[config.mk]
export PLATFORM = sky130hd
export DESIGN_NAME = axis_minimal_fifo_flat
export DESIGN_NICKNAME = d
export VERILOG_FILES = /design/src/design/stream_pkg.sv /design/src/design/axis_if.sv /design/src/design/axis_minimal_fifo.sv /design/src/flat_wrapper.sv
export VERILOG_INCLUDE_DIRS = /design/src /design/src/design
export SDC_FILE = /design/constraint.sdc
export NUM_CORES = 1
export LEC_CHECK = 0
export ABC_AREA = 1
export BUFFER_PORTS_ARGS = -buffer_cell sky130_fd_sc_hd__buf_2
export CORE_MARGIN = 4
export CORE_UTILIZATION = 30
export CTS_BUF_LIST = sky130_fd_sc_hd__clkbuf_8 sky130_fd_sc_hd__clkbuf_16
export CTS_CLUSTER_DIAMETER = 100
export CTS_CLUSTER_SIZE = 24
export DETAILED_ROUTE_END_ITERATION = 16
export GPL_ROUTABILITY_DRIVEN = 0
export PLACE_DENSITY_LB_ADDON = 0.05
export SETUP_SLACK_MARGIN = 0.15
export SYNTH_ARGS = -nofsm -noshare
export SYNTH_HDL_FRONTEND = slang
export SYNTH_SLANG_ARGS = --single-unit
[constraint.sdc]
create_clock -name clk -period 6.6 [get_ports clk]
set_input_delay 0.33 -clock clk [delete_from_list [all_inputs] [get_ports clk]]
set_output_delay 0.33 -clock clk [all_outputs]
set_load 0.01 [all_outputs]
[src/design/stream_params.svh]
//----------------------------------------------------------
// Stream scaler widths and APB register map.
//----------------------------------------------------------
`ifndef STREAM_PARAMS_SVH
`define STREAM_PARAMS_SVH

// Datapath widths.
`define STREAM_DATA_W  32
`define STREAM_LANE_W  16
`define STREAM_GAIN_W  16
`define STREAM_SHIFT_W 5

// APB register offsets.
`define STREAM_APB_AW  8
`define REG_CTRL       8'h00
`define REG_GAIN       8'h04
`define REG_SHIFT      8'h08
`define REG_OFFSET     8'h0C
`define REG_COUNT      8'h10

`endif

[src/design/stream_pkg.sv]
//----------------------------------------------------------
// Stream scaler types.
// Sample word decoding and scaling configuration.
//----------------------------------------------------------
`default_nettype none
`include "stream_params.svh"

package stream_pkg;

   // Complex sample, Q in the upper half.
   typedef struct packed {
      logic signed [`STREAM_LANE_W-1:0] q;
      logic signed [`STREAM_LANE_W-1:0] i;
   } lane_pair_t;

   // One word, read as a real sample or as an I/Q pair.
   typedef union packed {
      logic signed [`STREAM_DATA_W-1:0] raw;
      lane_pair_t                       cplx;
   } sample_word_u;

   typedef struct packed {
      logic                             complex_mode;
      logic signed [`STREAM_GAIN_W-1:0] gain;
      logic [`STREAM_SHIFT_W-1:0]       shift;
      logic signed [`STREAM_LANE_W-1:0] offset;
   } scale_cfg_t;

endpackage

`default_nettype wire

[src/design/axis_if.sv]
//----------------------------------------------------------
// Sample stream interface.
// Valid/ready handshake with end-of-packet flag.
//----------------------------------------------------------
`default_nettype none

interface axis_if;

   stream_pkg::sample_word_u tdata;
   logic                     tvalid;
   logic                     tready;
   logic                     tlast;

   modport source (
      output tdata, tvalid, tlast,
      input  tready
   );

   modport sink (
      input  tdata, tvalid, tlast,
      output tready
   );

endinterface

`default_nettype wire

[src/design/axis_minimal_fifo.sv]
//----------------------------------------------------------
// Two-entry stream FIFO.
// Ready and valid are both registered, so no combinational
// path runs from the downstream side to the upstream side.
//----------------------------------------------------------
`default_nettype none
`include "stream_params.svh"

module axis_minimal_fifo (
   input  logic        clk,
   input  logic        rst,
   axis_if.sink        in,
   axis_if.source      out,
   output logic [1:0]  occupied
);

   typedef enum logic [1:0] {
      EMPTY = 2'd0,
      HALF  = 2'd1,
      FULL  = 2'd2
   } state_t;

   state_t state;
   state_t state_nxt;

   // Entries carry {tlast, tdata}.
   logic [`STREAM_DATA_W:0] entry_new;
   logic [`STREAM_DATA_W:0] entry_old;
   logic [`STREAM_DATA_W:0] entry_head;

   logic push;
   logic pop;

   assign push = in.tvalid & in.tready;
   assign pop  = out.tvalid & out.tready;

   always_comb begin
      state_nxt = state;
      case (state)
         EMPTY: if (push) state_nxt = HALF;
         HALF: begin
            if (push && !pop) begin
               state_nxt = FULL;
            end else if (pop && !push) begin
               state_nxt = EMPTY;
            end
         end
         FULL: if (pop) state_nxt = HALF;
         default: state_nxt = EMPTY;
      endcase
   end

   // ----------------------------------------------------------
   // Control registers.
   // ----------------------------------------------------------
   always_ff @(posedge clk) begin
      if (rst) begin
         state      <= EMPTY;
         in.tready  <= 1'b1;
         out.tvalid <= 1'b0;
         occupied   <= 2'd0;
      end else begin
         state      <= state_nxt;
         in.tready  <= (state_nxt != FULL);
         out.tvalid <= (state_nxt != EMPTY);
         occupied   <= state_nxt;
      end
   end

   // ----------------------------------------------------------
   // Data registers.
   // ----------------------------------------------------------
   // Newest beat always lands in entry_new; the older one moves
   // aside only when the FIFO fills.
   always_ff @(posedge clk) begin
      if (push) begin
         entry_new <= {in.tlast, in.tdata};
      end
      if (push && !pop && state == HALF) begin
         entry_old <= entry_new;
      end
   end

   assign entry_head = (state == FULL) ? entry_old : entry_new;
   assign out.tdata  = entry_head[`STREAM_DATA_W-1:0];
   assign out.tlast  = entry_head[`STREAM_DATA_W];

endmodule

`default_nettype wire

[src/flat_wrapper.sv]
// flat-port wrapper written by rule: the top's interface ports become plain ports
module axis_minimal_fifo_flat 
  (clk, rst, occupied, in_tdata, in_tvalid, in_tlast, in_tready, out_tdata, out_tvalid, out_tlast, out_tready);
  axis_if in_i ();
  axis_if out_i ();
  input  logic clk;
  input  logic rst;
  output logic [1:0] occupied;
  input wire logic [$bits(in_i.tdata)-1:0] in_tdata;
  input wire logic [$bits(in_i.tvalid)-1:0] in_tvalid;
  input wire logic [$bits(in_i.tlast)-1:0] in_tlast;
  output wire logic [$bits(in_i.tready)-1:0] in_tready;
  output wire logic [$bits(out_i.tdata)-1:0] out_tdata;
  output wire logic [$bits(out_i.tvalid)-1:0] out_tvalid;
  output wire logic [$bits(out_i.tlast)-1:0] out_tlast;
  input wire logic [$bits(out_i.tready)-1:0] out_tready;
  assign in_i.tdata = in_tdata;
  assign in_i.tvalid = in_tvalid;
  assign in_i.tlast = in_tlast;
  assign in_tready = in_i.tready;
  assign out_tdata = out_i.tdata;
  assign out_tvalid = out_i.tvalid;
  assign out_tlast = out_i.tlast;
  assign out_i.tready = out_tready;
  axis_minimal_fifo u_core (.clk(clk), .rst(rst), .in(in_i), .out(out_i), .occupied(occupied));
endmodule
* After elaboration in Yosys (flattened, before gate mapping)
Index checks and enable logic that the tools add are counted.
** Operators by class
- Add/subtract/negate cells :: 0
- $mul :: 0
- Divide/modulo/power cells :: 0
- $lt $le $gt $ge :: 0
- Equal/unequal tests :: 3
- Shift operators :: 0
- Mux-type cells :: 6
- Bitwise logic cells :: 2
- Reduce and logical (&&, ||, !) cells :: 7
** Operators by type and width (number)
- 33-bit two-way mux :: 1
- 2-bit two-way mux :: 4
- 2-bit one-hot mux with 3 select lines :: 1
- 1-bit logical AND :: 3
- 1-bit bitwise AND :: 2
- 2-bit by 1-bit equality test with 1-bit output, second input constant :: 1
- 2-bit equality test, second input constant :: 1
- 1-bit zero test :: 2
- 2-bit zero test :: 1
- 2-bit != test, second input constant :: 1
- 2-bit nonzero test :: 1
** Word-level totals
- Register bits after elaboration :: 70
- Bits in latches :: 0
- Memory bits (writable) :: 0
- Bits in read-only memories :: 0
- Output and inout port bits :: 37
- Word-level logic and storage cells :: 23
- Memories :: 0

* Logic depth before layout (Yosys ltp)
- Word-level depth :: 7
- Gate-level depth with buffers :: 6

* Least setup slack after synthesis
OpenSTA, ideal clock, no wires.
- Path type :: reg2reg
- Start :: register u_core.in.tready
- End :: register u_core.entry_old[0], enable pin
- Arrival :: 3015 ps
- Data required time :: 6166 ps
- Setup slack :: 3151 ps
- Stages on the path, launching flop included :: 5
- Path through :: dfxtp_1 nand2_1 inv_1 nand3_1 a21oi_1
** Between the ends
- Word-level cells in the longest chain between the ends :: 3
** RTL lines
- start: declaration :: line axis_if.sv:21 : output tready
- start signal: assignment :: line axis_minimal_fifo.sv:64 : in.tready <= (state_nxt != FULL);
- 1-bit bitwise AND :: line axis_minimal_fifo.sv:34 : assign push = in.tvalid & in.tready;
- via u_core.push :: line axis_minimal_fifo.sv:31 : logic push;
- 1-bit logical AND (2 in series) :: line axis_minimal_fifo.sv:79 : if (push && !pop && state == HALF) begin
- end signal: assignment :: line axis_minimal_fifo.sv:80 : entry_old <= entry_new;
- end: declaration :: line axis_minimal_fifo.sv:28 : logic [`STREAM_DATA_W:0] entry_old;
The timed path passes the listed nets, and every way through them passes these cells.
A chain may end at the register's enable or synchronous reset.

* Final worst setup path
- Start :: register u_core.in.tready
- End :: register u_core.entry_old[6], enable pin
The elaborated chain is that of the path after synthesis.

==> flow_summary.json <==
{
  "post_cts_buffers": 0,
  "r2r_slack_ps": 4230,
  "drc": 0,
  "cts_root_buf": "clkbuf_8",
  "yosysTopAreaCell": "edfxtp_1",
  "dp.cells": 369,
  "hp-class": "in -> reg",
  "die_y_um": 101.0,
  "htreeDepth": 3,
  "ys_types": 13,
  "crit-reg2reg-launch": "u_core.in.tready",
  "clock_latency_ps": 320,
  "r2r_end": "u_core.entry_old[6]",
  "synth_seq_cells": 70,
  "synth.top_cell.area_share_pct": 76.45,
  "synthCells": 196,
  "overflow": 0,
  "initial_core_util_pct": 31.24,
  "drv_cap": 0,
  "crit_path_max_fanout": 34,
  "hold_end": "u_core.entry_new[31]",
  "core-area_um2": 8299,
  "utilization_pct": 39.00,
  "numPortBuffers": 73,
  "hpwl_um": 3244,
  "firstDrtPassIters": 4,
  "cp.required_ps": 6540,
  "cts.sinks": 70,
  "syn_nets": 233,
  "cts.path.max_buffers": 2,
  "grt_max_degree": 35,
  "via_per_inst": 4.078,
  "drt_iter0_drc": 88,
  "track_usage_pct": 10.52,
  "rows": 33,
  "drive_gt1_share_pct": 33.69,
  "synth_area_um2": 2592,
  "io_pins": 74,
  "status": "complete, no violations",
  "antenna_found_initial": 0,
  "final-setup-viol-count": 0,
  "cts.repair.resized": 0,
  "die_w_um": 101.0,
  "cts_made_buffers": 9,
  "min_period_over_period_pct": 35.88,
  "fmax_mhz": 422.3,
  "nets": 312,
  "relSlewSlack_pct": 25.73,
  "tns_ps": 0,
  "cts_tree": "built",
  "worstPathArrival_ps": 2310,
  "routed-via-count": 1566,
  "crit_type": "reg -> reg",
  "min_period_ps": 2368,
  "wire_per_inst_um": 13.30,
  "routed_wl_um": 5106,
  "yosys_warnings": 0,
  "ir_drop_mv": 0.1051,
  "layout.cells.non_filler": 384,
  "drv_slew": 0,
  "finalHoldViolCount": 0,
  "startpoint_type": "flip-flop",
  "die_area_um2": 10190,
  "hold_buffers": 0,
  "syn-mean-instance-area_um2": 13.23,
  "path_clk_slew_ps": 70,
  "synth_area_leaders": "edfxtp_1 (76%), nand2_1 (15%), dfxtp_1 (3.1%), buf_6 (1.3%), nor2_8 (0.77%)",
  "p_leak_nw": 1.406,
  "min_from": "in_tdata[31]",
  "endpoint_kind": "flip-flop",
  "ant_nets": 0,
  "r2r_cells": 5,
  "antenna_cells": 0,
  "grt_pass1_wl_um": 8038,
  "synthToLayoutAreaGrowth_pct": 24.86,
  "skew_ps": 5.566,
  "ys_seq_area_share_pct": 79.54,
  "rsz0062_at_grt": "false",
  "power_density_nw_per_um2": 298.6,
  "holdPathStages": 1,
  "grt_pass1_vias": 1648,
  "worstMarginPinSlew_ps": 1112
}
[kinds of logic after synthesis]
logic type	synth area share [%]
AO/OA/AOI/OAI	0.3857
buffers and inverters	2.847
flip-flops	79.54
AND/OR/NAND/NOR	17.23
[metal layers]
| metal | track usage (%) | part of all wire, % | vias up |
|---|---|---|---|
| met4 | 5.215 | 0.61 | 0 |
| met1 | 13.18 | 45 | 709 |
| met3 | 3.253 | 5.9 | 2 |
| li1 | - | - | 811 |
| met2 | 16.46 | 49 | 44 |
| met5 | 0 | 0 | - |
[how the worst max path moves through the flow]
stage / startpoint / to / cells past startpoint / slack (ps)
floorplan: u_core.in.tready / u_core.entry_old[0] / 4 / 3150
global placement: in_tvalid / u_core.entry_old[22] / 6 / 4130
detailed placement: in_tvalid / u_core.entry_old[22] / 6 / 4060
CTS: u_core.in.tready / u_core.entry_old[23] / 5 / 4140
global route: u_core.in.tready / u_core.entry_old[17] / 5 / 4020
finish: u_core.in.tready / u_core.entry_old[6] / 5 / 4230
[power by group]
part           switching [mW]  internal [mW]  total (mW)
Clock                   0.146          0.168       0.315
Combinational          0.0715         0.0396       0.111
Sequential             0.0147          0.526       0.541
[flip-flops by register name (all words and copies together), names as in the netlist]
register and cells:
u_core.entry_old 33, u_core.out.tvalid 1, u_core.in.tready 1, u_core.occupied 2
u_core.entry_new 33
[critical path: stages (launching register included)]
cell	delay, ps
dfxtp_1	340
nand2_1	80
inv_1	60
buf_4	390
nand3_1	220
a21oi_4	880
[synth_stat cells]
master    instances
nand3_2           1
inv_2             2
nand3_1           3
o21ai_1           1
nand2_1         107
buf_6             3
nor2_8            1
inv_4             1
buf_2             3
dfxtp_1           4
a21oi_1           1
edfxtp_1         66
inv_1             3
[metrics by stage]
stage	power (mW)	cell area, um2	worst slack, ps	hold slack [ps]
after floorplan	0.6117	2592	3151	426.8
after global placement	0.6656	3059	4130	431.2
after detailed placement	0.6661	3059	4065	434.8
after CTS	0.9840	3237	4140	154.0
after global routing	1.019	3237	4016	153.8
final	0.9666	3237	4232	175.0
[cell usage in the layout, fill, tap and decap left out, types with 2 or more instances in the layout]
| master | count |
|---|---|
| dfxtp_1 | 4 |
| clkbuf_8 | 9 |
| inv_2 | 2 |
| inv_1 | 3 |
| clkinv_2 | 4 |
| nand2_1 | 107 |
| nand3_1 | 3 |
| edfxtp_1 | 66 |
| buf_2 | 73 |
[final cells by class]
type,count,area (um2)
well taps,105,131.4
clock buffers,9,123.9
fillers,820,5062
repair buffers,74,372.9
clock inverters,6,53.80
inverters,6,25.02
flip-flops and latches,70,2062
multi-input cells,114,467.9
(Power assumes the default switching activity.)
