## src/design/stream_params.svh

```systemverilog
//----------------------------------------------------------
// Stream scaler widths and APB register map.
//----------------------------------------------------------
`ifndef STREAM_PARAMS_SVH
`define STREAM_PARAMS_SVH

// Datapath widths.
`define STREAM_DATA_W  32
`define STREAM_LANE_W  16
`define STREAM_GAIN_W  16
`define STREAM_SHIFT_W 5

// APB register offsets.
`define STREAM_APB_AW  8
`define REG_CTRL       8'h00
`define REG_GAIN       8'h04
`define REG_SHIFT      8'h08
`define REG_OFFSET     8'h0C
`define REG_COUNT      8'h10

`endif

```

## src/design/stream_pkg.sv

```systemverilog
//----------------------------------------------------------
// Stream scaler types.
// Sample word decoding and scaling configuration.
//----------------------------------------------------------
`default_nettype none
`include "stream_params.svh"

package stream_pkg;

   // Complex sample, Q in the upper half.
   typedef struct packed {
      logic signed [`STREAM_LANE_W-1:0] q;
      logic signed [`STREAM_LANE_W-1:0] i;
   } lane_pair_t;

   // One word, read as a real sample or as an I/Q pair.
   typedef union packed {
      logic signed [`STREAM_DATA_W-1:0] raw;
      lane_pair_t                       cplx;
   } sample_word_u;

   typedef struct packed {
      logic                             complex_mode;
      logic signed [`STREAM_GAIN_W-1:0] gain;
      logic [`STREAM_SHIFT_W-1:0]       shift;
      logic signed [`STREAM_LANE_W-1:0] offset;
   } scale_cfg_t;

endpackage

`default_nettype wire

```

## src/design/axis_if.sv

```systemverilog
//----------------------------------------------------------
// Sample stream interface.
// Valid/ready handshake with end-of-packet flag.
//----------------------------------------------------------
`default_nettype none

interface axis_if;

   stream_pkg::sample_word_u tdata;
   logic                     tvalid;
   logic                     tready;
   logic                     tlast;

   modport source (
      output tdata, tvalid, tlast,
      input  tready
   );

   modport sink (
      input  tdata, tvalid, tlast,
      output tready
   );

endinterface

`default_nettype wire

```

## src/design/sample_offset.sv

```systemverilog
//----------------------------------------------------------
// Offset stage.
// Adds the signed offset with saturation and flags each
// output beat for the word counter.
//----------------------------------------------------------
`default_nettype none
`include "stream_params.svh"

module sample_offset (
   input  logic                    clk,
   input  logic                    rst,
   axis_if.sink                    in,
   axis_if.source                  out,
   input  stream_pkg::scale_cfg_t  cfg,
   output logic                    beat
);

   stream_pkg::sample_word_u result;

   function automatic logic signed [`STREAM_LANE_W-1:0] add_lane(
      input logic signed [`STREAM_LANE_W-1:0] x,
      input logic signed [`STREAM_LANE_W-1:0] off
   );
      logic signed [`STREAM_LANE_W:0] sum;
      sum = x + off;
      // Overflow when the carry bit disagrees with the sign.
      if (sum[`STREAM_LANE_W] != sum[`STREAM_LANE_W-1]) begin
         add_lane = {sum[`STREAM_LANE_W], {(`STREAM_LANE_W-1){~sum[`STREAM_LANE_W]}}};
      end else begin
         add_lane = sum[`STREAM_LANE_W-1:0];
      end
   endfunction

   function automatic logic signed [`STREAM_DATA_W-1:0] add_word(
      input logic signed [`STREAM_DATA_W-1:0] x,
      input logic signed [`STREAM_LANE_W-1:0] off
   );
      logic signed [`STREAM_DATA_W:0] sum;
      sum = x + off;
      if (sum[`STREAM_DATA_W] != sum[`STREAM_DATA_W-1]) begin
         add_word = {sum[`STREAM_DATA_W], {(`STREAM_DATA_W-1){~sum[`STREAM_DATA_W]}}};
      end else begin
         add_word = sum[`STREAM_DATA_W-1:0];
      end
   endfunction

   always_comb begin
      if (cfg.complex_mode) begin
         result.cplx.i = add_lane(in.tdata.cplx.i, cfg.offset);
         result.cplx.q = add_lane(in.tdata.cplx.q, cfg.offset);
      end else begin
         result.raw = add_word(in.tdata.raw, cfg.offset);
      end
   end

   assign in.tready = out.tready | ~out.tvalid;

   always_ff @(posedge clk) begin
      if (rst) begin
         out.tvalid <= 1'b0;
      end else if (in.tready) begin
         out.tvalid <= in.tvalid;
      end
   end

   always_ff @(posedge clk) begin
      if (in.tvalid && in.tready) begin
         out.tdata <= result;
         out.tlast <= in.tlast;
      end
   end

   // High in the cycle the output beat transfers.
   assign beat = out.tvalid & out.tready;

   a_stall_stable: assert property (@(posedge clk) disable iff (rst)
      out.tvalid && !out.tready |=> out.tvalid && $stable(out.tdata) && $stable(out.tlast));

endmodule

`default_nettype wire

```

## src/flat_wrapper.sv

```systemverilog
// flat-port wrapper written by rule: the top's interface ports become plain ports
module sample_offset_flat 
  (clk, rst, cfg, beat, in_tdata, in_tvalid, in_tlast, in_tready, out_tdata, out_tvalid, out_tlast, out_tready);
  axis_if in_i ();
  axis_if out_i ();
  input  logic clk;
  input  logic rst;
  input  stream_pkg::scale_cfg_t cfg;
  output logic beat;
  input wire logic [$bits(in_i.tdata)-1:0] in_tdata;
  input wire logic [$bits(in_i.tvalid)-1:0] in_tvalid;
  input wire logic [$bits(in_i.tlast)-1:0] in_tlast;
  output wire logic [$bits(in_i.tready)-1:0] in_tready;
  output wire logic [$bits(out_i.tdata)-1:0] out_tdata;
  output wire logic [$bits(out_i.tvalid)-1:0] out_tvalid;
  output wire logic [$bits(out_i.tlast)-1:0] out_tlast;
  input wire logic [$bits(out_i.tready)-1:0] out_tready;
  assign in_i.tdata = in_tdata;
  assign in_i.tvalid = in_tvalid;
  assign in_i.tlast = in_tlast;
  assign in_tready = in_i.tready;
  assign out_tdata = out_i.tdata;
  assign out_tvalid = out_i.tvalid;
  assign out_tlast = out_i.tlast;
  assign out_i.tready = out_tready;
  sample_offset u_core (.clk(clk), .rst(rst), .in(in_i), .out(out_i), .cfg(cfg), .beat(beat));
endmodule
```

## config.mk

```make
export PLATFORM = sky130hd
export DESIGN_NAME = sample_offset_flat
export DESIGN_NICKNAME = d
export VERILOG_FILES = /design/src/design/stream_pkg.sv /design/src/design/axis_if.sv /design/src/design/sample_offset.sv /design/src/flat_wrapper.sv
export VERILOG_INCLUDE_DIRS = /design/src /design/src/design
export SDC_FILE = /design/constraint.sdc
export NUM_CORES = 1
export LEC_CHECK = 0
export BUFFER_PORTS_ARGS = -buffer_cell sky130_fd_sc_hd__buf_2
export CAP_MARGIN = 20
export CORE_UTILIZATION = 60
export DETAILED_ROUTE_END_ITERATION = 7
export PLACE_DENSITY = 0.88
export SYNTH_ARGS = -nofsm -noshare
export SYNTH_HDL_FRONTEND = slang
export SYNTH_SLANG_ARGS = --single-unit
```

## constraint.sdc

```tcl
create_clock -name clk -period 6 [get_ports clk]
set_input_delay 0.6 -clock clk [delete_from_list [all_inputs] [get_ports clk]]
set_output_delay 0.6 -clock clk [all_outputs]
set_load 0.02 [all_outputs]
```

Word level (Yosys, flattened, before mapping). Cells that the tools add are included.

Mux-type cells: 4. Bitwise logic cells: 6. Add/sub/neg operators: 3. Reductions and logical operators: 1. Equal/unequal tests: 3.

Operators by type and width (number): 32-bit two-way mux (2); 16-bit by 16-bit adder with 17-bit output (2); 32-bit by 16-bit adder with 33-bit output (1); 16-bit two-way mux (2); 1-bit NOT (4); 1-bit != test (3); 1-bit AND (1); 1-bit logical AND (1); 1-bit bitwise OR (1).

Logic and storage cells: 20. Bits of input ports: 75. Output and inout port bits: 36. Register bits: 34.

Logic depth before layout (Yosys ltp). Gate-level depths: netlist (run 1).

Depth in word-level cells: 4. Gate-level depth with buffers: 13. Depth with buffers taken out: 11.

Worst setup path after synthesis (run 1). Ideal clock, no wire load.

Path type: input-to-reg. From: input port in_tdata[12]. To: register u_core.out.tdata[14] (data pin). Setup slack: 2.911 ns. Path buffers: 2. Arrival: 2.827 ns. Required time: 5.738 ns. Library setup time: 0.262 ns. Cell stages on the path: 11. Path through: ha_1 -> buf_6 -> a21oi_4 -> a21oi_1 -> a211oi_2 -> a2111oi_4 -> a31oi_2 -> nand3_4 -> a31oi_4 -> buf_6 -> a21oi_2.

RTL lines: start: declaration (line flat_wrapper.sv:10) `input wire logic [$bits(in_i.tdata)-1:0] in_tdata;`; end signal: assignment (line sample_offset.sv:68) `out.tdata <= result;`; end: declaration (line axis_if.sv:15) `output tdata, tvalid, tlast,`.

==> qor.yml, run 1 <==
yosys:
  synth-async-reset-ratio_pct: 0
  synth.distinct_cells: 80
  yosysSeqAreaShare_pct: 21.5
  synth_top_family_by_area: "compound AO/OA/AOI/OAI gates"
  syn_inst: 558
  yosys_most_used_dff: "edfxtp_1"
  syn_nets: 682
  synth_edf_count: 33
  ys_ff_latch: 34
  synth_xor_xnor_area_share_pct: 5.37
  yosys.area.top_type_share_pct: 21.1
  avgSynthCellArea_um2: 8.44
  synthTopCellsByCount: "a21oi_1 (54), nand2_1 (52), ha_1 (47), o21ai_0 (47), nor2_1 (37)"
  synthMuxAreaShare_pct: 0.213
  synth-simple-area-share_pct: 18.9
  synth_fa_ha_area_share_pct: 13.3
  synthTopCellsByArea: "edfxtp_1 (21%), ha_1 (12%), a21oi_1 (5.7%)"
  yosysWarnings: 0
  synth.largest_area_cell: "edfxtp_1"
  synth_compound_area_share_pct: 35.9
  syn_area_um2: 4710
  yosysMostFrequentCell: "a21oi_1"
timing:
  finalCriticalPeriod_ns: 4.15
  fmax_mhz: 241
  tightest_slew_ns: 0.933
  hold_viol: 0
  fin_ws_ns: 1.85
  rsz0062_at_grt: "no"
  clock_skew_ns: 0.0149
  setup_viol: 0
  post-route-period-util_pct: 69.2
  maxSlewHeadroom_pct: 37.6
  fin_setup_tns_ns: 0
  slew_violations: 0
grt:
  grt_overflow_total: 0
  grt_use_met2_pct: 54.4
  antenna_found_initial: 0
  top_usage_layer: "met2"
  use_met3_pct: 4.12
  globalRouteMet1Util_pct: 48.5
  grt_max_degree: 34
  grt_first_pass_wirelength_um: 22400
  first_global_vias: 4388
  grt_use_total_pct: 34.6
pwr:
  ir_worst_vdd_mv: 0.135
  p_comb_share_pct: 55.4
  swShare_pct: 44.8
  clkPwrFrac_pct: 16.0
  p_int_uw: 609
  pwr_density_cell_nw_per_um2: 211
  p_sw_uw: 493
  p_leak_uw: 0.00216
  seq_power_share_pct: 28.6
  power_uw: 1100
worst_setup_path:
  crit_chain: "buf_2 > ha_1 > clkinv_1 > nor4b_1 > a21bo_1 > nor3_4 > nor3_4 > a22oi_1"
  end_kind: "register"
  path_class: "primary input to register"
  path_common_cell: "nor3_4"
  crit_arrival_ns: 4.12
  path_max_fanout: 17
  cp-start-kind: "primary input"
  crit_required_ns: 5.97
  cp_slowest_cell: "nor3_4"
  crit_path_max_incr_delay_ns: 0.73
cts:
  root_buffer: "clkbuf_8"
  cts_hold_buf: 0
  cts.path.max_buffers: 2
  cts_tree: "done"
  cts_inserted_buffers: 5
  post_cts_buffers: 0
  clock-sinks: 34
  htree_levels: 2
  ctsResizeCount: 0
  clk_pin_slew_ns: 0.07
  clock_latency_ns: 0.30
die:
  die_w_um: 90.6
  core_um2: 7410
  rows: 31
  io_pins: 111
  initial_core_util_pct: 63.5
  die_y_um: 90.6
  dieArea_um2: 8200
placed_design:
  globalplace.congestion: 0.951
  placed_area_um2: 5130
  dpl_worst_slack_ns: 1.72
  placed_cells: 724
  portBuffers: 89
  dp_hpwl_um: 11400
layout:
  diodes: 0
  design_area_um2: 5220
  fin_nets: 756
  area_growth_pct: 10.8
  drive_gt1_share_pct: 23.4
  fin_cells: 732
min_path:
  hold_class: "primary input to register"
run_status:
  status: "completed"
drt:
  drcViolationCount: 0
  postRouteAntennaNets: 0
  wl_per_cell_um: 19.7
  drt_iter0_drc: 469
  drt_pass1_iterations: 5
  via_per_inst: 6.75
  drt-total-wl_um: 14400
  via_count: 4940
flow_run:
  drv_cap: 0
worst max-delay path, delay by kind of cell:
| kind | cells | cell delay, ns |
|---|---|---|
| AOI/OAI and AO/OA | 2 | 0.70 |
| adders and majority gates | 1 | 0.62 |
| buffers and inverters | 2 | 0.71 |
| and+or+nand+nor | 3 | 1.48 |
power groups by stage:
stage	clock network (uW)	registers (uW)	logic (uW)
2_1_floorplan	0	363	405
3_3_place_gp	0	318	581
3_5_place_dp	0	320	592
4_1_cts	176	315	595
5_1_grt	185	317	654
6_report	176	315	611
per-stage QoR:
| stage | utilization, % | hold slack (ns) |
|---|---|---|
| 3_3_place_gp | 69.3 | 0.498 |
| 6_report | 70.4 | 0.457 |
| 2_1_floorplan | - | 0.669 |
| 4_1_cts | 70.4 | 0.457 |
| 5_1_grt | 70.4 | 0.463 |
| 3_5_place_dp | 69.3 | 0.516 |
logic make-up (layout without fill, tap and decap cells):
logic type	count (synthesis)	in the layout
AO/OA/AOI/OAI	229	229
XOR/XNOR	28	28
adder cells (fa/ha/maj)	49	49
buffers and inverters	44	119
flip-flops	34	34
multiplexers	1	1
AND/OR/NAND/NOR	173	173
state kept, by name, summed over array words and instances, names as in the netlist:
name               flops
u_core.out.tlast       1
u_core.out.tdata      32
u_core.out.tvalid      1
placed cells by master (no fill, tap or decap), drive strengths merged, types with 5 or more instances in the layout:
master,instances
a21o,20
a31oi,9
and2,6
nand3,23
nand2b,8
nand2,52
nor2,38
nand4,10
a21oi,69
or3,5
o21ai,49
inv,20
a2111oi,6
o211ai,11
a22oi,15
xnor2,17
ha,47
edfxtp,33
xor2,11
a211oi,8
o31ai,7
buf,90
clkbuf,6
nor3,11
final cells by class:
cell class	count	area (um^2)
clock inverters	2	8.76
fillers	601	2190
inverters	21	78.8
multi-input cells	480	3470
well taps	99	124
clock buffers	6	72.6
repair buffers	90	453
flip-flops and latches	34	1010
path summary, 6_finish.rpt:
| check | start | to | slack (ns) | cells after the start |
|---|---|---|---|---|
| setup / recovery | cfg[15] | u_core.out.tdata[18]$_DFFE_PP_ | 1.85 | 8 |
| hold / removal | rst | u_core.out.tvalid$_SDFFE_PP0N_ | 0.46 | 2 |
| setup reg to reg | u_core.out.tvalid$_SDFFE_PP0N_ | u_core.out.tdata[5]$_DFFE_PP_ | 4.68 | 3 |
| hold reg to reg | u_core.out.tvalid$_SDFFE_PP0N_ | u_core.out.tvalid$_SDFFE_PP0N_ | 0.52 | 2 |
routing by layer:
| layer | vias up | part of all wire, % |
|---|---|---|
| met1 | 2305 | 43 |
| met5 | - | 0 |
| met3 | 44 | 9.3 |
| li1 | 2283 | - |
| met4 | 0 | 3.1 |
| met2 | 308 | 44 |
No activity file was read; power rests on OpenSTA's default activity.
==> run 2, diff against run 1 <==
CORE_UTILIZATION = 50   (was 60)
PLACE_DENSITY = 0.78   (was 0.88)
clock period = 3.8 ns   (was 6 ns; I/O delays follow)
==> run 2 against run 1 <==
Net effect: global-route usage down 3.3 points; sequential power up 57%; count of clock-buffer cells in the layout unchanged; non-clock buffer count up 18; wire length up 3.7%; clock power up 53%; largest cell class unchanged.
==> qor.yml, run 2 (same netlist as run 1, synthesis figures left out) <==
grt:
  grt_overflow_total: 0
  grt_first_pass_wirelength_um: 23800
  first_global_vias: 4551
  grt_max_degree: 34
  antenna_found_initial: 0
  grt_use_total_pct: 31.3
timing:
  finalCriticalPeriod_ns: 3.34
  fmax_mhz: 299
  hold_viol: 0
  maxSlewHeadroom_pct: 55.3
  fin_setup_tns_ns: 0
  tightest_slew_ns: 0.653
  clock_skew_ns: 0.00719
  setup_viol: 0
  post-route-period-util_pct: 88.0
  slew_violations: 0
  rsz0062_at_grt: "no"
pwr:
  p_leak_uw: 0.00225
  p_int_uw: 992
  ir_worst_vdd_mv: 0.139
  p_sw_uw: 779
  swShare_pct: 44.0
  seq_power_share_pct: 28.0
  p_comb_share_pct: 56.8
  clkPwrFrac_pct: 15.2
  power_uw: 1770
  pwr_density_cell_nw_per_um2: 329
cts:
  cts_tree: "done"
  post_cts_buffers: 0
  htree_levels: 2
  cts.path.max_buffers: 2
  root_buffer: "clkbuf_8"
  clock-sinks: 34
  cts_inserted_buffers: 5
  ctsResizeCount: 0
  clk_pin_slew_ns: 0.07
  clock_latency_ns: 0.29
  cts_hold_buf: 0
worst_setup_path:
  crit_path_max_incr_delay_ns: 0.50
  crit_arrival_ns: 3.38
  startpoint: "cfg[15]"
  path_common_cell: "a21oi_1"
  cp_slowest_cell: "a31oi_2"
  end_kind: "register"
  r2r_cells: 3
  path_class: "primary input to register"
  crit_chain: "buf_2 > ha_1 > a21oi_1 > o21ai_0 > a21oi_1 > o21ai_0 > a31oi_2 > nor3_4 > o31ai_4 > buf_4 > a21oi_1"
  path_max_fanout: 17
  regToRegEndpoint: "u_core.out.tdata[5]$_DFFE_PP_"
  r2r_slack_ns: 2.46
  rr_startpoint: "u_core.out.tvalid$_SDFFE_PP0N_"
  crit_required_ns: 3.84
  cp-start-kind: "primary input"
layout:
  fin_cells: 762
  fin_nets: 774
  top_register: "u_core.out.tdata"
  area_growth_pct: 14.5
  top_regs: "u_core.out.tdata (32), u_core.out.tlast (1), u_core.out.tvalid (1)"
  utilization_pct: 58.6
  final_cell_mix: "buf_2 (89), a21oi_1 (54), nand2_1 (52)"
  largest_reg_flops: 32
  layout_commonest_cell: "buf_2"
  diodes: 0
  drive_gt1_share_pct: 25.5
placed_design:
  placed_cells: 754
  portBuffers: 89
  globalplace.congestion: 0.950
  dp_hpwl_um: 12100
drt:
  drt_pass1_iterations: 4
  drt_iter0_drc: 358
  via_count: 4900
  wl_per_cell_um: 19.6
  drcViolationCount: 0
  postRouteAntennaNets: 0
  drt-total-wl_um: 14900
  via_per_inst: 6.43
min_path:
  hold_class: "primary input to register"
  hp-start: "rst"
  holdPathEnd: "u_core.out.tvalid$_SDFFE_PP0N_"
  holdPathStages: 2
die:
  dieArea_um2: 9810
  die_w_um: 99.0
  rows: 35
  core_um2: 9200
  io_pins: 111
  die_y_um: 99.0
  initial_core_util_pct: 51.2
run_status:
  status: "completed"
flow_run:
  drv_cap: 0
run 2: cell types whose count changed in the layout (fill, tap and decap cells not counted):
cell / delta
buf_12: +2
buf_4: +16
run 2: through the flow:
| stage | worst slack [ns] | hold slack [ns] | instance area [um^2] |
|---|---|---|---|
| 3_5_place_dp | 0.236 | 0.533 | 5310 |
| 2_1_floorplan | 0.931 | 0.449 | 4710 |
| 5_1_grt | 0.224 | 0.234 | 5390 |
| 4_1_cts | 0.539 | 0.241 | 5390 |
| 3_3_place_gp | 0.278 | 0.494 | 5310 |
| 6_report | 0.456 | 0.241 | 5390 |
run 2: worst max path at each step:
stage,end
floorplan,u_core.out.tdata[14]$_DFFE_PP_
global placement,u_core.out.tdata[3]$_DFFE_PP_
detailed placement,u_core.out.tdata[2]$_DFFE_PP_
CTS,u_core.out.tdata[3]$_DFFE_PP_
global route,u_core.out.tdata[19]$_DFFE_PP_
finish,u_core.out.tdata[2]$_DFFE_PP_
run 2: cell type report:
type	instances	area, um^2
Multi-Input combinational cell	480	3470
Clock buffer	6	72.6
Fill cell	890	3810
Tap cell	111	139
Timing Repair Buffer	108	613
Clock inverter	2	8.76
Inverter	21	78.8
Sequential cell	34	1010
run 2: layer usage:
layer  GRT usage (%)  wire (um)  up-vias
met5               0          0        -
met1            43.7       6670     2296
met2            50.5       6780      254
met4            8.73        346        0
met3            3.97       1140       25
li1                -          -     2325
run 2: worst max-delay path, delay by kind of cell:
kind            cells  cell delay, ns
fa+ha+maj           1            0.39
compound gates      7            1.87
buf+inv             2            0.61
simple gates        1            0.10
run 2: power groups by stage:
stage / Sequential (uW) / Clock (uW) / Combinational [uW]
after global routing: 501 / 293 / 1090
after global placement: 502 / 0 / 960
final: 496 / 270 / 1010
after CTS: 497 / 273 / 989
after detailed placement: 505 / 0 / 984
after floorplan: 573 / 0 / 639
