## config.mk

```make
export PLATFORM = sky130hd
export DESIGN_NAME = apb_cfg_regs
export DESIGN_NICKNAME = d
export VERILOG_FILES = /design/src/design/stream_pkg.sv /design/src/design/apb_cfg_regs.sv
export VERILOG_INCLUDE_DIRS = /design/src /design/src/design
export SDC_FILE = /design/constraint.sdc
export NUM_CORES = 1
export LEC_CHECK = 0
export BUFFER_PORTS_ARGS = -buffer_cell sky130_fd_sc_hd__buf_2
export CAP_MARGIN = 20
export CELL_PAD_IN_SITES_DETAIL_PLACEMENT = 0
export CELL_PAD_IN_SITES_GLOBAL_PLACEMENT = 1
export CORE_MARGIN = 2
export CORE_UTILIZATION = 36
export DETAILED_ROUTE_END_ITERATION = 10
export HOLD_SLACK_MARGIN = 0.12
export PLACE_DENSITY = 0.82
export SYNTH_ARGS = -nofsm -noshare
export SYNTH_HDL_FRONTEND = slang
export SYNTH_SLANG_ARGS = --single-unit
```

## constraint.sdc

```tcl
create_clock -name clk -period 2.35 [get_ports clk]
set_input_delay 0.3525 -clock clk [delete_from_list [all_inputs] [get_ports clk]]
set_output_delay 0.3525 -clock clk [all_outputs]
set_load 0.03 [all_outputs]
```

## src/design/stream_params.svh

```systemverilog
//----------------------------------------------------------
// Stream scaler widths and APB register map.
//----------------------------------------------------------
`ifndef STREAM_PARAMS_SVH
`define STREAM_PARAMS_SVH

// Datapath widths.
`define STREAM_DATA_W  32
`define STREAM_LANE_W  16
`define STREAM_GAIN_W  16
`define STREAM_SHIFT_W 5

// APB register offsets.
`define STREAM_APB_AW  8
`define REG_CTRL       8'h00
`define REG_GAIN       8'h04
`define REG_SHIFT      8'h08
`define REG_OFFSET     8'h0C
`define REG_COUNT      8'h10

`endif

```

## src/design/stream_pkg.sv

```systemverilog
//----------------------------------------------------------
// Stream scaler types.
// Sample word decoding and scaling configuration.
//----------------------------------------------------------
`default_nettype none
`include "stream_params.svh"

package stream_pkg;

   // Complex sample, Q in the upper half.
   typedef struct packed {
      logic signed [`STREAM_LANE_W-1:0] q;
      logic signed [`STREAM_LANE_W-1:0] i;
   } lane_pair_t;

   // One word, read as a real sample or as an I/Q pair.
   typedef union packed {
      logic signed [`STREAM_DATA_W-1:0] raw;
      lane_pair_t                       cplx;
   } sample_word_u;

   typedef struct packed {
      logic                             complex_mode;
      logic signed [`STREAM_GAIN_W-1:0] gain;
      logic [`STREAM_SHIFT_W-1:0]       shift;
      logic signed [`STREAM_LANE_W-1:0] offset;
   } scale_cfg_t;

endpackage

`default_nettype wire

```

## src/design/apb_cfg_regs.sv

```systemverilog
//----------------------------------------------------------
// APB register file.
// Mode, gain, shift and offset, plus output word counter.
//----------------------------------------------------------
`default_nettype none
`include "stream_params.svh"

module apb_cfg_regs (
   input  logic                       clk,
   input  logic                       rst,
   input  logic [`STREAM_APB_AW-1:0]  paddr,
   input  logic                       psel,
   input  logic                       penable,
   input  logic                       pwrite,
   input  logic [`STREAM_DATA_W-1:0]  pwdata,
   output logic [`STREAM_DATA_W-1:0]  prdata,
   output logic                       pready,
   output logic                       pslverr,
   input  logic                       beat,
   output stream_pkg::scale_cfg_t     cfg
);

   logic                      access;
   logic                      wr_en;
   logic                      mapped;
   logic [`STREAM_DATA_W-1:0] count;

   assign access = psel & penable;
   assign wr_en  = access & pwrite;

   // No wait states.
   assign pready  = 1'b1;
   assign pslverr = access & ~mapped;

   // ----------------------------------------------------------
   // Read decode.
   // ----------------------------------------------------------
   always_comb begin
      prdata = '0;
      mapped = 1'b1;
      case (paddr)
         `REG_CTRL:   prdata = {{(`STREAM_DATA_W-1){1'b0}}, cfg.complex_mode};
         `REG_GAIN:   prdata = {{(`STREAM_DATA_W-`STREAM_GAIN_W){1'b0}}, cfg.gain};
         `REG_SHIFT:  prdata = {{(`STREAM_DATA_W-`STREAM_SHIFT_W){1'b0}}, cfg.shift};
         `REG_OFFSET: prdata = {{(`STREAM_DATA_W-`STREAM_LANE_W){1'b0}}, cfg.offset};
         `REG_COUNT:  prdata = count;
         default:     mapped = 1'b0;
      endcase
   end

   // ----------------------------------------------------------
   // Configuration registers.
   // ----------------------------------------------------------
   always_ff @(posedge clk) begin
      if (rst) begin
         cfg.complex_mode <= 1'b0;
         cfg.gain         <= `STREAM_GAIN_W'sd1;
         cfg.shift        <= '0;
         cfg.offset       <= '0;
      end else if (wr_en) begin
         case (paddr)
            `REG_CTRL:   cfg.complex_mode <= pwdata[0];
            `REG_GAIN:   cfg.gain         <= pwdata[`STREAM_GAIN_W-1:0];
            `REG_SHIFT:  cfg.shift        <= pwdata[`STREAM_SHIFT_W-1:0];
            `REG_OFFSET: cfg.offset       <= pwdata[`STREAM_LANE_W-1:0];
            default: ;
         endcase
      end
   end

   // Output word counter, wraps. Clear wins over a beat.
   always_ff @(posedge clk) begin
      if (rst) begin
         count <= '0;
      end else if (wr_en && paddr == `REG_COUNT) begin
         count <= '0;
      end else if (beat) begin
         count <= count + 1'b1;
      end
   end

   // Access phase always follows a setup phase.
   a_apb_phase: assert property (@(posedge clk) disable iff (rst)
      penable |-> psel && $past(psel && !penable));

endmodule

`default_nettype wire

```

Word level (Yosys, flattened, before mapping)
Cells that the tools add are included.
- bitwise logic cells: 4
- equal/unequal tests: 4
- add/subtract/negate cells: 1
- mux-type cells: 2
- reductions and logical operators: 8
- operators with widths (kind ; number):
    $pmux W32 S5 ; 1
    $add A32 B1 Y32 const B ; 1
    $eq A8 B4 Y1 const B ; 2
    $eq A8 B3 Y1 const B ; 1
    $eq A8 B5 Y1 const B ; 1
    $logic_not A8 Y1 ; 1
    $reduce_and A2 Y1 ; 4
    $reduce_or A5 Y1 ; 1
    $and A1 B1 Y1 ; 3
    $reduce_or A2 Y1 ; 1
    $logic_and A1 B1 Y1 ; 1
    $mux W1 ; 1
    $not A1 Y1 ; 1
- register bits: 70
- logic and storage cells: 24
- input bits: 46
- output and inout port bits: 72

Logic depth before layout (Yosys ltp)
Gate-level depths: netlist of the first run.
- depth after elaboration: 5
- depth in mapped cells: 7
- mapped depth without buffers: 5

Least setup slack after synthesis of the first run
OpenSTA, ideal clock, no wires.
- path type: input to output
- start: input paddr[1]
- end: output prdata[10]
- arrival time: 1.848 ns
- slack: 0.150 ns
- data required time: 1.997 ns
- stages on the path: 5
- buffers on the path: 1
- path through: or4_4 -> nor4b_4 -> buf_2 -> a22oi_1 -> nand2_1
- word-level cells in the longest chain between the ends: 2
- elaborated cells between the ends (all ways): 6
- those cells by class: eq/ne (4); mux (1); reduce/logical (1)
- RTL lines (what ; RTL line ; text):
    start: declaration ; apb_cfg_regs.sv:11 ; input logic [`STREAM_APB_AW-1:0] paddr,
    $eq A8 B5 Y1, or another cell as far along ; apb_cfg_regs.sv:41 ; case (paddr)
    $pmux W32 S5 * ; apb_cfg_regs.sv:41 ;
    end: declaration ; apb_cfg_regs.sv:16 ; output logic [`STREAM_DATA_W-1:0] prdata,
Every way passes the cells marked *; elsewhere a longest branch is shown, timed or not.

Worst setup path after layout of the first run
- start: input paddr[1]
- end: output prdata[11]
The elaborated chain is that of the path after synthesis.

==> reports/metrics.sh, run 1 <==
PRECTSSETUPSLACK_NS=0.0480
WORSTSETUPENDPOINT='prdata[11]'
DRIVE_GT1_FRAC=0.272
WORSTSETUPPATHDEPTH=7
CRITICAL_PATH.REG2REG.STARTPOINT='count[13]'
GRT_FIRST_PASS_WIRELENGTH_UM=15900
SYN_NETS=480
IO_BUFFER_COUNT=100
SYNTHDOMINANTAREACELLTYPE='sky130_fd_sc_hd__dfxtp_1'
TOTALPOWERFINAL_mW=2.43
DETAILEDROUTE.FIRSTPASSITERATIONCOUNT=4
DIEHEIGHT_UM=103
PLACE_CONGESTION=0.817
SYNTH.FF_LATCH_COUNT=70
FIRST_ELEMENT_OF_THE_CRITICAL_PATH='paddr[1]'
FLOW.AREA_GROWTH_FROM_SYNTHESIS_PCT=26.8
CLOCK_TREE_FROM_TRITONCTS='done'
WORST_SKEW_PAIR.LATE_LATENCY_NS=0.35
SYNTH_AREA_PER_CELL_UM2=8.09
DRT-WIRELENGTH-PER-CELL_UM=15.1
CRIT_PATH_FREQUENT_CELL='sky130_fd_sc_hd__buf_2'
SETUP.WORST_PATH.END_CLASS='output pin'
INITIAL_CORE_UTIL=0.365
SETUP_VIOL_COUNT_FINAL=0
FINAL_COMMON_CELL='sky130_fd_sc_hd__buf_2'
HOLD_VIOL_FINAL=0
VIAS_PER_CELL=5.37
FRACTION_OF_REGISTERS_WITH_ASYNC_SET_RESET=0
WORST_HOLD_PATH_TYPE='input pin to flip-flop'
PLACEMENT.CELL_AREA_MM2=0.00419
NUMBER_OF_SYNTHESIS_WARNINGS=0
LAYOUT.CELLS.NON_FILLER=670
SETUP_SLACK_NS=0.0574
CPLARGESTDELAYFAMILY='simple AND/OR/NAND/NOR gates'
TIMING.FINAL.CRIT_PERIOD_NS=2.29
TRITONCTS.NUM_BUFFERS=9
CLOCK-SINKS=70
TIGHTEST_SLEW_NS=0.531
CLK_TRANSITION_REPORTED_PATHS_NS=0.09
POST_SYNTH_INSTANCE_AREA_MM2=0.00350
LEAKAGE_POWER_FIGURE_nW=1.90
FINAL.SETUP.TNS_NS=0
CRITPATHSLOWESTCELL='sky130_fd_sc_hd__or4_4'
YOSYS-TOP-CELLS-AREA='sky130_fd_sc_hd__dfxtp_1 (40%), sky130_fd_sc_hd__a21oi_1 (7.1%), sky130_fd_sc_hd__nand2_1 (7.1%)'
CRIT_ARRIVAL_NS=1.94
CRIT_PATH_MAX_INCR_DELAY_NS=0.57
FINAL_AREA_MM2=0.00444
GROUTE.USAGE.OVERALL=0.191
TIMING.REG2REG.SETUP_SLACK_NS=0.51
NETLIST_INSTANCES=433
ROUTED_WL_UM=10100
REMAINING_DRC_ERRORS=0
NUMBER_OF_ANTENNA_VIOLATIONS_AT_THE_FIRST_CHECK_IN_GLOBAL_ROUTING=0
TIMING.MAX_CAP.VIOLATIONS=0
PLACE.DETAILED.HPWL_UM=7050
CRITICAL_PATH.CELL_CHAIN='buf_2 -> or4_4 -> nor4b_4 -> buf_12 -> a22oi_1 -> nand2_1 -> buf_2'
CRITPATHBUFINV=3
ROWS=36
NUM_IO_PINS=118
CTS_HOLD_REPAIR.BUFFERS=0
FINALCLOCKSKEW_NS=0.0101
INITIALDRTVIOLATIONCOUNT=187
FP.COREAREA_MM2=0.00959
DP_CELLS=652
CRITICAL_PATH.STARTPOINT_TYPE='input pin'
TIMING.HOLD.WORST.START='pwdata[11]'
WORST-SETUP-PATH-TYPE='input pin to output pin'
YS.FLOP_TYPE='sky130_fd_sc_hd__dfxtp_1'
FIRST_GLOBAL_VIAS=3210
GRT_MAX_DEGREE=39
CHIPWIDTH_UM=103
RUN_STATUS='completed'
LEADING_CELL_TYPES_IN_THE_LAYOUT_FILL_AND_TAPS_EXCLUDED='sky130_fd_sc_hd__buf_2 (99), sky130_fd_sc_hd__dfxtp_1 (70), sky130_fd_sc_hd__nand2_1 (66), sky130_fd_sc_hd__a21oi_1 (50), sky130_fd_sc_hd__nand3_1 (41)'
HTREEDEPTH=3
SEQ_AREA_FRAC_SYNTH=0.400
CLOCK_TREE.BUFFER_DEPTH=2
SYNTH_ENABLE_FLOP_CELLS=0
REG2REG_DEPTH=4
SYNTH_LARGEST_TYPE_AREA_FRACTION=0.400
P_PER_AREA_mW_PER_MM2=546
POST_SYNTH_NUM_CELL_TYPES=44
FINALNETCOUNT=579
ANTENNA_CELLS=0
MAX_CLOCK_FREQ_MHz=436
VDD_DROP_MAX_mV=0.312
ROUTE.VIAS.TOTAL=3600
RR_ENDPOINT='count[20]'
MAXSLEWHEADROOM=0.646
FINAL_ANTENNA_VIOLATING_NET_COUNT=0
FP.DIEAREA_MM2=0.0105
WORST_EP_REQUIRED_TIME_NS=2.00
MAXSLEWVIOLCOUNT=0
FINAL.PERIOD_UTILIZATION=0.976
CLOCKROOTBUFFER='sky130_fd_sc_hd__clkbuf_8'
TIMING.CRITICAL_PATH.FANOUT_MAX=13
GRT_OVERFLOW_TOTAL=0
cell type report:
class                      count  area (um^2)
tap                          133          166
sequential                    70         1400
inverter                       2         7.51
timing repair buffer         123          718
clock inverter                 6         95.1
multi-input combinational    326         1930
clock buffer                  10          128
fill                         960         5150
metrics by stage:
step / utilization / hold slack, ns
2_1_floorplan: - / 0.438
6_report: 0.463 / 0.247
5_1_grt: 0.463 / 0.238
3_3_place_gp: 0.436 / 0.453
4_1_cts: 0.460 / 0.231
3_5_place_dp: 0.436 / 0.460
kinds of logic (layout without fill, tap and decap cells):
family,count (synthesis),count (layout),synth area share
compound gates,95,95,0.164
xor+xnor,10,10,0.0250
fa+ha+maj,1,1,0.00357
buf+inv,37,141,0.0500
flops,70,70,0.400
mux,13,13,0.0407
other cells,1,1,0.00107
simple gates,206,206,0.316
sequential cells by signal, indices dropped and copies added, names as in the netlist:
name / cells
cfg: 38
count: 32
how the worst min path moves through the flow:
stage | end | slack, ns | depth (start not counted)
global route | cfg[7] | 0.24 | 3
finish | cfg[11] | 0.25 | 3
detailed placement | cfg[30] | 0.46 | 2
global placement | cfg[29] | 0.45 | 2
CTS | cfg[11] | 0.23 | 3
floorplan | count[31] | 0.44 | 2
report_power, final:
| group | internal, mW | switching, mW | total, mW |
|---|---|---|---|
| clock network | 0.608 | 0.504 | 1.11 |
| logic | 0.0453 | 0.0764 | 0.122 |
| registers | 1.19 | 0.00488 | 1.19 |
timing repair:
action                                  in CTS  in global routing
setup buffers                                0                  1
resized for setup                            0                  1
endpoints found under the setup margin       0                  8
Yosys cell counts, drive strengths merged, types with 2 or more instances:
| cell | count |
|---|---|
| a21oi | 50 |
| a22oi | 15 |
| and2 | 7 |
| and3 | 23 |
| and4 | 3 |
| buf | 17 |
| clkbuf | 18 |
| dfxtp | 70 |
| inv | 2 |
| mux2i | 12 |
| nand2 | 66 |
| nand2b | 2 |
| nand3 | 41 |
| nand4 | 13 |
| nand4b | 2 |
| nor2 | 16 |
| nor2b | 2 |
| nor3 | 5 |
| nor4 | 2 |
| nor4b | 3 |
| o21a | 3 |
| o21ai | 5 |
| o22ai | 4 |
| o31ai | 13 |
| or3 | 6 |
| or4 | 14 |
| xnor2 | 3 |
| xor2 | 7 |
worst reg2reg max path, delay by kind of cell (launching register included):
kind,cells,cell delay (ns)
compound gates,1,0.15
simple gates,3,1.18
flops,1,0.43
per-layer routing:
layer,routed length [um],vias up,track usage,share of wire
met1,4620,1693,0.260,0.45
met2,4600,122,0.289,0.45
li1,-,1773,-,-
met3,763,12,0.0475,0.075
met4,170,0,0.0810,0.017
met5,0,-,0,0
Note: power is estimated with default switching activity, not from simulation.
==> run 2, diff against run 1 <==
- CORE_ASPECT_RATIO: unset -> 1.1
- CORE_UTILIZATION: 36 -> 33
- PLACE_DENSITY: 0.82 -> 0.79
- clock period: 2.35 -> 2.1 ns (I/O delays scaled with it)
==> reports/metrics.sh, run 2 (synthesis results as in run 1) <==
VIAS_PER_CELL=5.27
ROWS=39
FINAL_AREA_MM2=0.00492
PLACE.DETAILED.HPWL_UM=7270
DRIVE_GT1_FRAC=0.336
RUN_STATUS='finished with violations'
INITIALDRTVIOLATIONCOUNT=163
INITIAL_CORE_UTIL=0.339
CRITICAL_PATH.STARTPOINT_TYPE='input pin'
DETAILEDROUTE.FIRSTPASSITERATIONCOUNT=4
VIOLATED_CHECKS='setup timing'
P_PER_AREA_mW_PER_MM2=646
FINAL_ANTENNA_VIOLATING_NET_COUNT=0
SETUP_REPAIR_AFTER_GLOBAL_ROUTING_MISSED_ITS_MARGIN='true'
CPLARGESTDELAYFAMILY='simple AND/OR/NAND/NOR gates'
CRITICAL_PATH.CELL_CHAIN='buf_6 -> or4_4 -> buf_6 -> or3_4 -> o22ai_4 -> buf_6'
TIMING.MAX_CAP.VIOLATIONS=0
PRECTSSETUPSLACK_NS=-0.117
WORST_SKEW_PAIR.LATE_LATENCY_NS=0.33
CLOCKROOTBUFFER='sky130_fd_sc_hd__clkbuf_16'
FINAL_COMMON_CELL='sky130_fd_sc_hd__buf_2'
HTREEDEPTH=3
NUMBER_OF_ANTENNA_VIOLATIONS_AT_THE_FIRST_CHECK_IN_GLOBAL_ROUTING=0
WORST_HOLD_PATH_TYPE='input pin to flip-flop'
NUM_IO_PINS=118
CRIT_PATH_MAX_INCR_DELAY_NS=0.56
ROUTED_WL_UM=10600
CHIPWIDTH_UM=102
FINALNETCOUNT=590
CLOCK_TREE_FROM_TRITONCTS='done'
TIMING.REG2REG.SETUP_SLACK_NS=0.24
TIMING.CRITICAL_PATH.FANOUT_MAX=4
ANTENNA_CELLS=0
CLOCK-SINKS=70
GRT_OVERFLOW_TOTAL=0
TRITONCTS.NUM_BUFFERS=9
CRITPATHBUFINV=3
IO_BUFFER_COUNT=100
CLK_TRANSITION_REPORTED_PATHS_NS=0.06
VDD_DROP_MAX_mV=0.419
SETUP_VIOL_COUNT_FINAL=7
WORST_EP_REQUIRED_TIME_NS=1.78
CRITPATHSLOWESTCELL='sky130_fd_sc_hd__or4_4'
PLACE_CONGESTION=0.789
CLOCK_TREE.BUFFER_DEPTH=2
FINALCLOCKSKEW_NS=0.00730
MAX_CLOCK_FREQ_MHz=463
MAXSLEWVIOLCOUNT=0
WORST-SETUP-PATH-TYPE='input pin to output pin'
SETUP.WORST_PATH.END_CLASS='output pin'
LAYOUT_TOP_REGISTERS='cfg x38, count x32'
CRIT_ARRIVAL_NS=1.84
GRT_FIRST_PASS_WIRELENGTH_UM=17300
DRT-WIRELENGTH-PER-CELL_UM=15.3
FIRST_GLOBAL_VIAS=3559
ROUTE.VIAS.TOTAL=3640
HOLD_VIOL_FINAL=0
REMAINING_DRC_ERRORS=0
LARGEST_REG_FLOPS=38
GRT_MAX_DEGREE=39
LEAKAGE_POWER_FIGURE_nW=2.02
FLOW.AREA_GROWTH_FROM_SYNTHESIS_PCT=40.3
DIEHEIGHT_UM=112
FP.COREAREA_MM2=0.0103
GROUTE.USAGE.OVERALL=0.190
FP.DIEAREA_MM2=0.0115
LEADING_CELL_TYPES_IN_THE_LAYOUT_FILL_AND_TAPS_EXCLUDED='sky130_fd_sc_hd__buf_2 (83), sky130_fd_sc_hd__dfxtp_1 (70), sky130_fd_sc_hd__nand2_1 (56), sky130_fd_sc_hd__a21oi_1 (50), sky130_fd_sc_hd__nand3_1 (41)'
PLACEMENT.CELL_AREA_MM2=0.00431
CTS_HOLD_REPAIR.BUFFERS=0
CRIT_PATH_FREQUENT_CELL='sky130_fd_sc_hd__buf_6'
REGMOSTFLOPS='cfg'
SETUP_SLACK_NS=-0.0580
FINAL.PERIOD_UTILIZATION=1.03
TIMING.FINAL.CRIT_PERIOD_NS=2.16
==> run 2: cell types whose count changed in the layout (fill, tap and decap cells not counted), sizes merged <==
cell	delta
buf	+11
clkinv	-3
clkinvlp	+2
inv	+1
==> run 2: worst min-delay path, delay by kind of cell <==
family,cells,cell delay [ns]
buffers and inverters,1,0.10
AOI/OAI and AO/OA,1,0.05
and+or+nand+nor,1,0.06
==> run 2: power breakdown <==
part / switching (mW) / internal (mW) / leakage [nW]
logic: 0.0898 / 0.0628 / 1.31
clock network: 0.605 / 1.08 / 0.156
registers: 0.00528 / 1.33 / 0.564
total: 0.700 / 2.48 / 2.02
==> run 2: per-stage QoR <==
step | util | cells | power (mW) | setup TNS, ns | hold WS, ns
after global routing | 0.475 | 691 | 3.30 | -0.697 | 0.231
final | 0.475 | 691 | 3.17 | -0.247 | 0.236
after floorplan | - | 433 | 1.44 | 0 | 0.438
after detailed placement | 0.417 | 670 | 1.51 | -1.07 | 0.458
after CTS | 0.468 | 690 | 3.21 | -0.856 | 0.229
after global placement | 0.417 | 670 | 1.51 | -0.998 | 0.450
==> run 2: path summary, 6_finish.rpt <==
kind         startpoint        end  cells past startpoint
max reg2reg    count[7]  count[21]                      5
max            paddr[7]  prdata[1]                      6
min reg2reg      cfg[1]     cfg[1]                      2
min          pwdata[12]    cfg[12]                      3
==> run 2: routing by layer <==
metal  GRT usage  wire length, um
met1       0.251             4670
met2       0.293             5020
met3      0.0592              708
met4      0.0684              172
met5           0                0
==> run 2: cell type report <==
cell class              count  area (um^2)
clock inverters             6         92.6
fillers                  1094         5430
clock buffers              10          239
well taps                 143          179
inverters                   2         7.51
repair buffers            134          946
multi-input cells         326         2050
flip-flops and latches     70         1400
==> run 2: what timing repair did <==
| action | in CTS | in global routing |
|---|---|---|
| resized for setup | 41 | 12 |
| cloned | 1 | 1 |
| pin swaps | 6 | 12 |
| endpoints found under the setup margin | 15 | 16 |
| buffers inserted | 3 | 1 |
==> run 3, diff against run 2 <==
- GPL_TIMING_DRIVEN: unset -> 0
==> reports/metrics.sh, run 3 (synthesis results as in run 1) <==
FINAL_ANTENNA_VIOLATING_NET_COUNT=0
SETUP_VIOL_COUNT_FINAL=12
DRIVE_GT1_FRAC=0.320
WORST_EP_REQUIRED_TIME_NS=1.78
ANTENNA_CELLS=0
DR.MAX_LAYER_USED='met4'
HOLD_VIOL_FINAL=0
TOTALPOWERFINAL_mW=3.27
COMB_POWER_SHARE=0.049
POWER.SWITCHING_FRACTION=0.218
POWER_INTERNAL_mW=2.56
MAX_CLOCK_FREQ_MHz=466
IO_BUFFER_COUNT=100
CLK_TRANSITION_REPORTED_PATHS_NS=0.06
FIRST_GLOBAL_VIAS=3564
CTS_HOLD_REPAIR.BUFFERS=0
MAXSLEWVIOLCOUNT=0
CLOCKROOTBUFFER='sky130_fd_sc_hd__clkbuf_16'
NUMBER_OF_ANTENNA_VIOLATIONS_AT_THE_FIRST_CHECK_IN_GLOBAL_ROUTING=0
SETUP.WORST_PATH.END_CLASS='output pin'
LAYOUT_TOP_REGISTERS='cfg x38, count x32'
TIMING.CRITICAL_PATH.FANOUT_MAX=5
SETUP_REPAIR_AFTER_GLOBAL_ROUTING_MISSED_ITS_MARGIN='true'
REGMOSTFLOPS='cfg'
CLOCK_TREE.BUFFER_DEPTH=2
CRITPATHSLOWESTCELL='sky130_fd_sc_hd__or4_4'
PLACEMENT.CELL_AREA_MM2=0.00421
MET1_WIRELENGTH_UM=4890
CHIPWIDTH_UM=102
ROUTE.VIAS.TOTAL=3705
MAXSLEWHEADROOM=0.610
FP.COREAREA_MM2=0.0103
TIMING.FINAL.CRIT_PERIOD_NS=2.14
CPLARGESTDELAYFAMILY='simple AND/OR/NAND/NOR gates'
FINALNETCOUNT=601
ROUTED_WL_UM=11200
GRT_OVERFLOW_TOTAL=0
SETUP_SLACK_NS=-0.0437
FP.DIEAREA_MM2=0.0115
DETAILEDROUTE.FIRSTPASSITERATIONCOUNT=4
DRT-WIRELENGTH-PER-CELL_UM=16.0
CLOCK_TREE_FROM_TRITONCTS='done'
CRIT_ARRIVAL_NS=1.83
HTREEDEPTH=3
LEADING_CELL_TYPES_IN_THE_LAYOUT_FILL_AND_TAPS_EXCLUDED='sky130_fd_sc_hd__buf_2 (89), sky130_fd_sc_hd__dfxtp_1 (69), sky130_fd_sc_hd__nand2_1 (56), sky130_fd_sc_hd__a21oi_1 (50), sky130_fd_sc_hd__nand3_1 (40)'
CRIT_PATH_MAX_INCR_DELAY_NS=0.56
GRT_FIRST_PASS_WIRELENGTH_UM=18000
ROUTE.MET2.WL_UM=5410
RUN_STATUS='finished with violations'
WORST_SKEW_PAIR.LATE_LATENCY_NS=0.34
FILL_CELL_INSTANCE_COUNT_OF_THE_FINAL_LAYOUT=1075
GROUTE.USAGE.OVERALL=0.199
P_SWITCHING_mW=0.712
PLACE.DETAILED.HPWL_UM=8130
POWER.SHARE.CLOCK=0.542
CLOCK-SINKS=70
TIGHTEST_SLEW_NS=0.584
PLACE_CONGESTION=0.869
FLOW.AREA_GROWTH_FROM_SYNTHESIS_PCT=38.5
REMAINING_DRC_ERRORS=0
WORST-SETUP-PATH-TYPE='input pin to output pin'
ROUTED-WL-MET3_UM=756
INITIAL_CORE_UTIL=0.339
LEAKAGE_POWER_FIGURE_nW=2.02
TRITONCTS.NUM_BUFFERS=9
SEQUENTIALPOWERSHARE=0.409
TIMING.MAX_CAP.VIOLATIONS=0
FINAL_AREA_MM2=0.00485
FINALCLOCKSKEW_NS=0.00549
CRITICAL_PATH.CELL_CHAIN='buf_8 -> or4_4 -> nor4b_4 -> buf_4 -> buf_6 -> a22oi_2 -> nand2_2 -> buf_6'
NUM_IO_PINS=118
INITIALDRTVIOLATIONCOUNT=212
ROWS=39
VDD_DROP_MAX_mV=0.397
WORST_HOLD_PATH_TYPE='input pin to flip-flop'
FINAL.PERIOD_UTILIZATION=1.02
FINAL_COMMON_CELL='sky130_fd_sc_hd__buf_2'
GRT_MAX_DEGREE=14
VIAS_PER_CELL=5.28
VIOLATED_CHECKS='setup timing'
LARGEST_REG_FLOPS=38
CRIT_PATH_FREQUENT_CELL='sky130_fd_sc_hd__buf_6'
DIEHEIGHT_UM=112
CRITICAL_PATH.STARTPOINT_TYPE='input pin'
CRITPATHBUFINV=4
P_PER_AREA_mW_PER_MM2=673
-- run 3: worst min-delay path, cell delays in order --
cell and delay, ns:
sky130_fd_sc_hd__buf_2 0.10, sky130_fd_sc_hd__nand3_1 0.05, sky130_fd_sc_hd__a21oi_1 0.05
-- run 3: what timing repair did --
item,CTS,global route
resized for setup,48,20
pin swaps,13,9
buffers inserted,8,2
setup endpoints to repair,37,24
cloned,1,0
-- run 3: per-stage QoR --
stage               utilization  TNS [ns]  worst slack (ns)  cells  hold slack (ns)
floorplan                     -         0            0.0226    433            0.438
global placement          0.407    -14.45            -0.576    676            0.455
detailed placement        0.407    -17.66            -0.612    676            0.462
CTS                       0.463    -0.248           -0.0510    700            0.228
global route              0.469    -0.732           -0.0788    702            0.245
finish                    0.469    -0.237           -0.0437    702            0.232
-- run 3: area by class of cell --
cell class	instances	area (um^2)	share of cell area
buffer	34	174	0.0358
clock buffer	9	225	0.0464
clock inverter	7	120	0.0247
inverter	2	7.51	0.00155
multi-input combinational	326	2060	0.424
sequential	70	1400	0.289
tap	143	179	0.0369
timing repair buffer	111	689	0.142
-- run 3: power groups by stage --
stage / registers [mW] / logic, mW / clock network, mW
after floorplan: 1.37 / 0.0696 / 0
after global placement: 1.37 / 0.139 / 0
after detailed placement: 1.37 / 0.141 / 0
after CTS: 1.34 / 0.156 / 1.79
after global routing: 1.34 / 0.172 / 1.84
final: 1.34 / 0.160 / 1.77
-- run 3: layer usage --
layer | vias up | GRT usage
met1 | 1760 | 0.252
met3 | 12 | 0.0380
li1 | 1818 | -
met2 | 115 | 0.329
met5 | - | 0
met4 | 0 | 0.0844
-- run 3: final timing paths --
path              start        end  slack (ns)  cells past startpoint
max            paddr[0]  prdata[7]       -0.04                      8
min          pwdata[12]    cfg[12]        0.23                      3
max reg2reg    count[3]  count[29]        0.18                      7
min reg2reg      cfg[0]     cfg[0]        0.47                      2
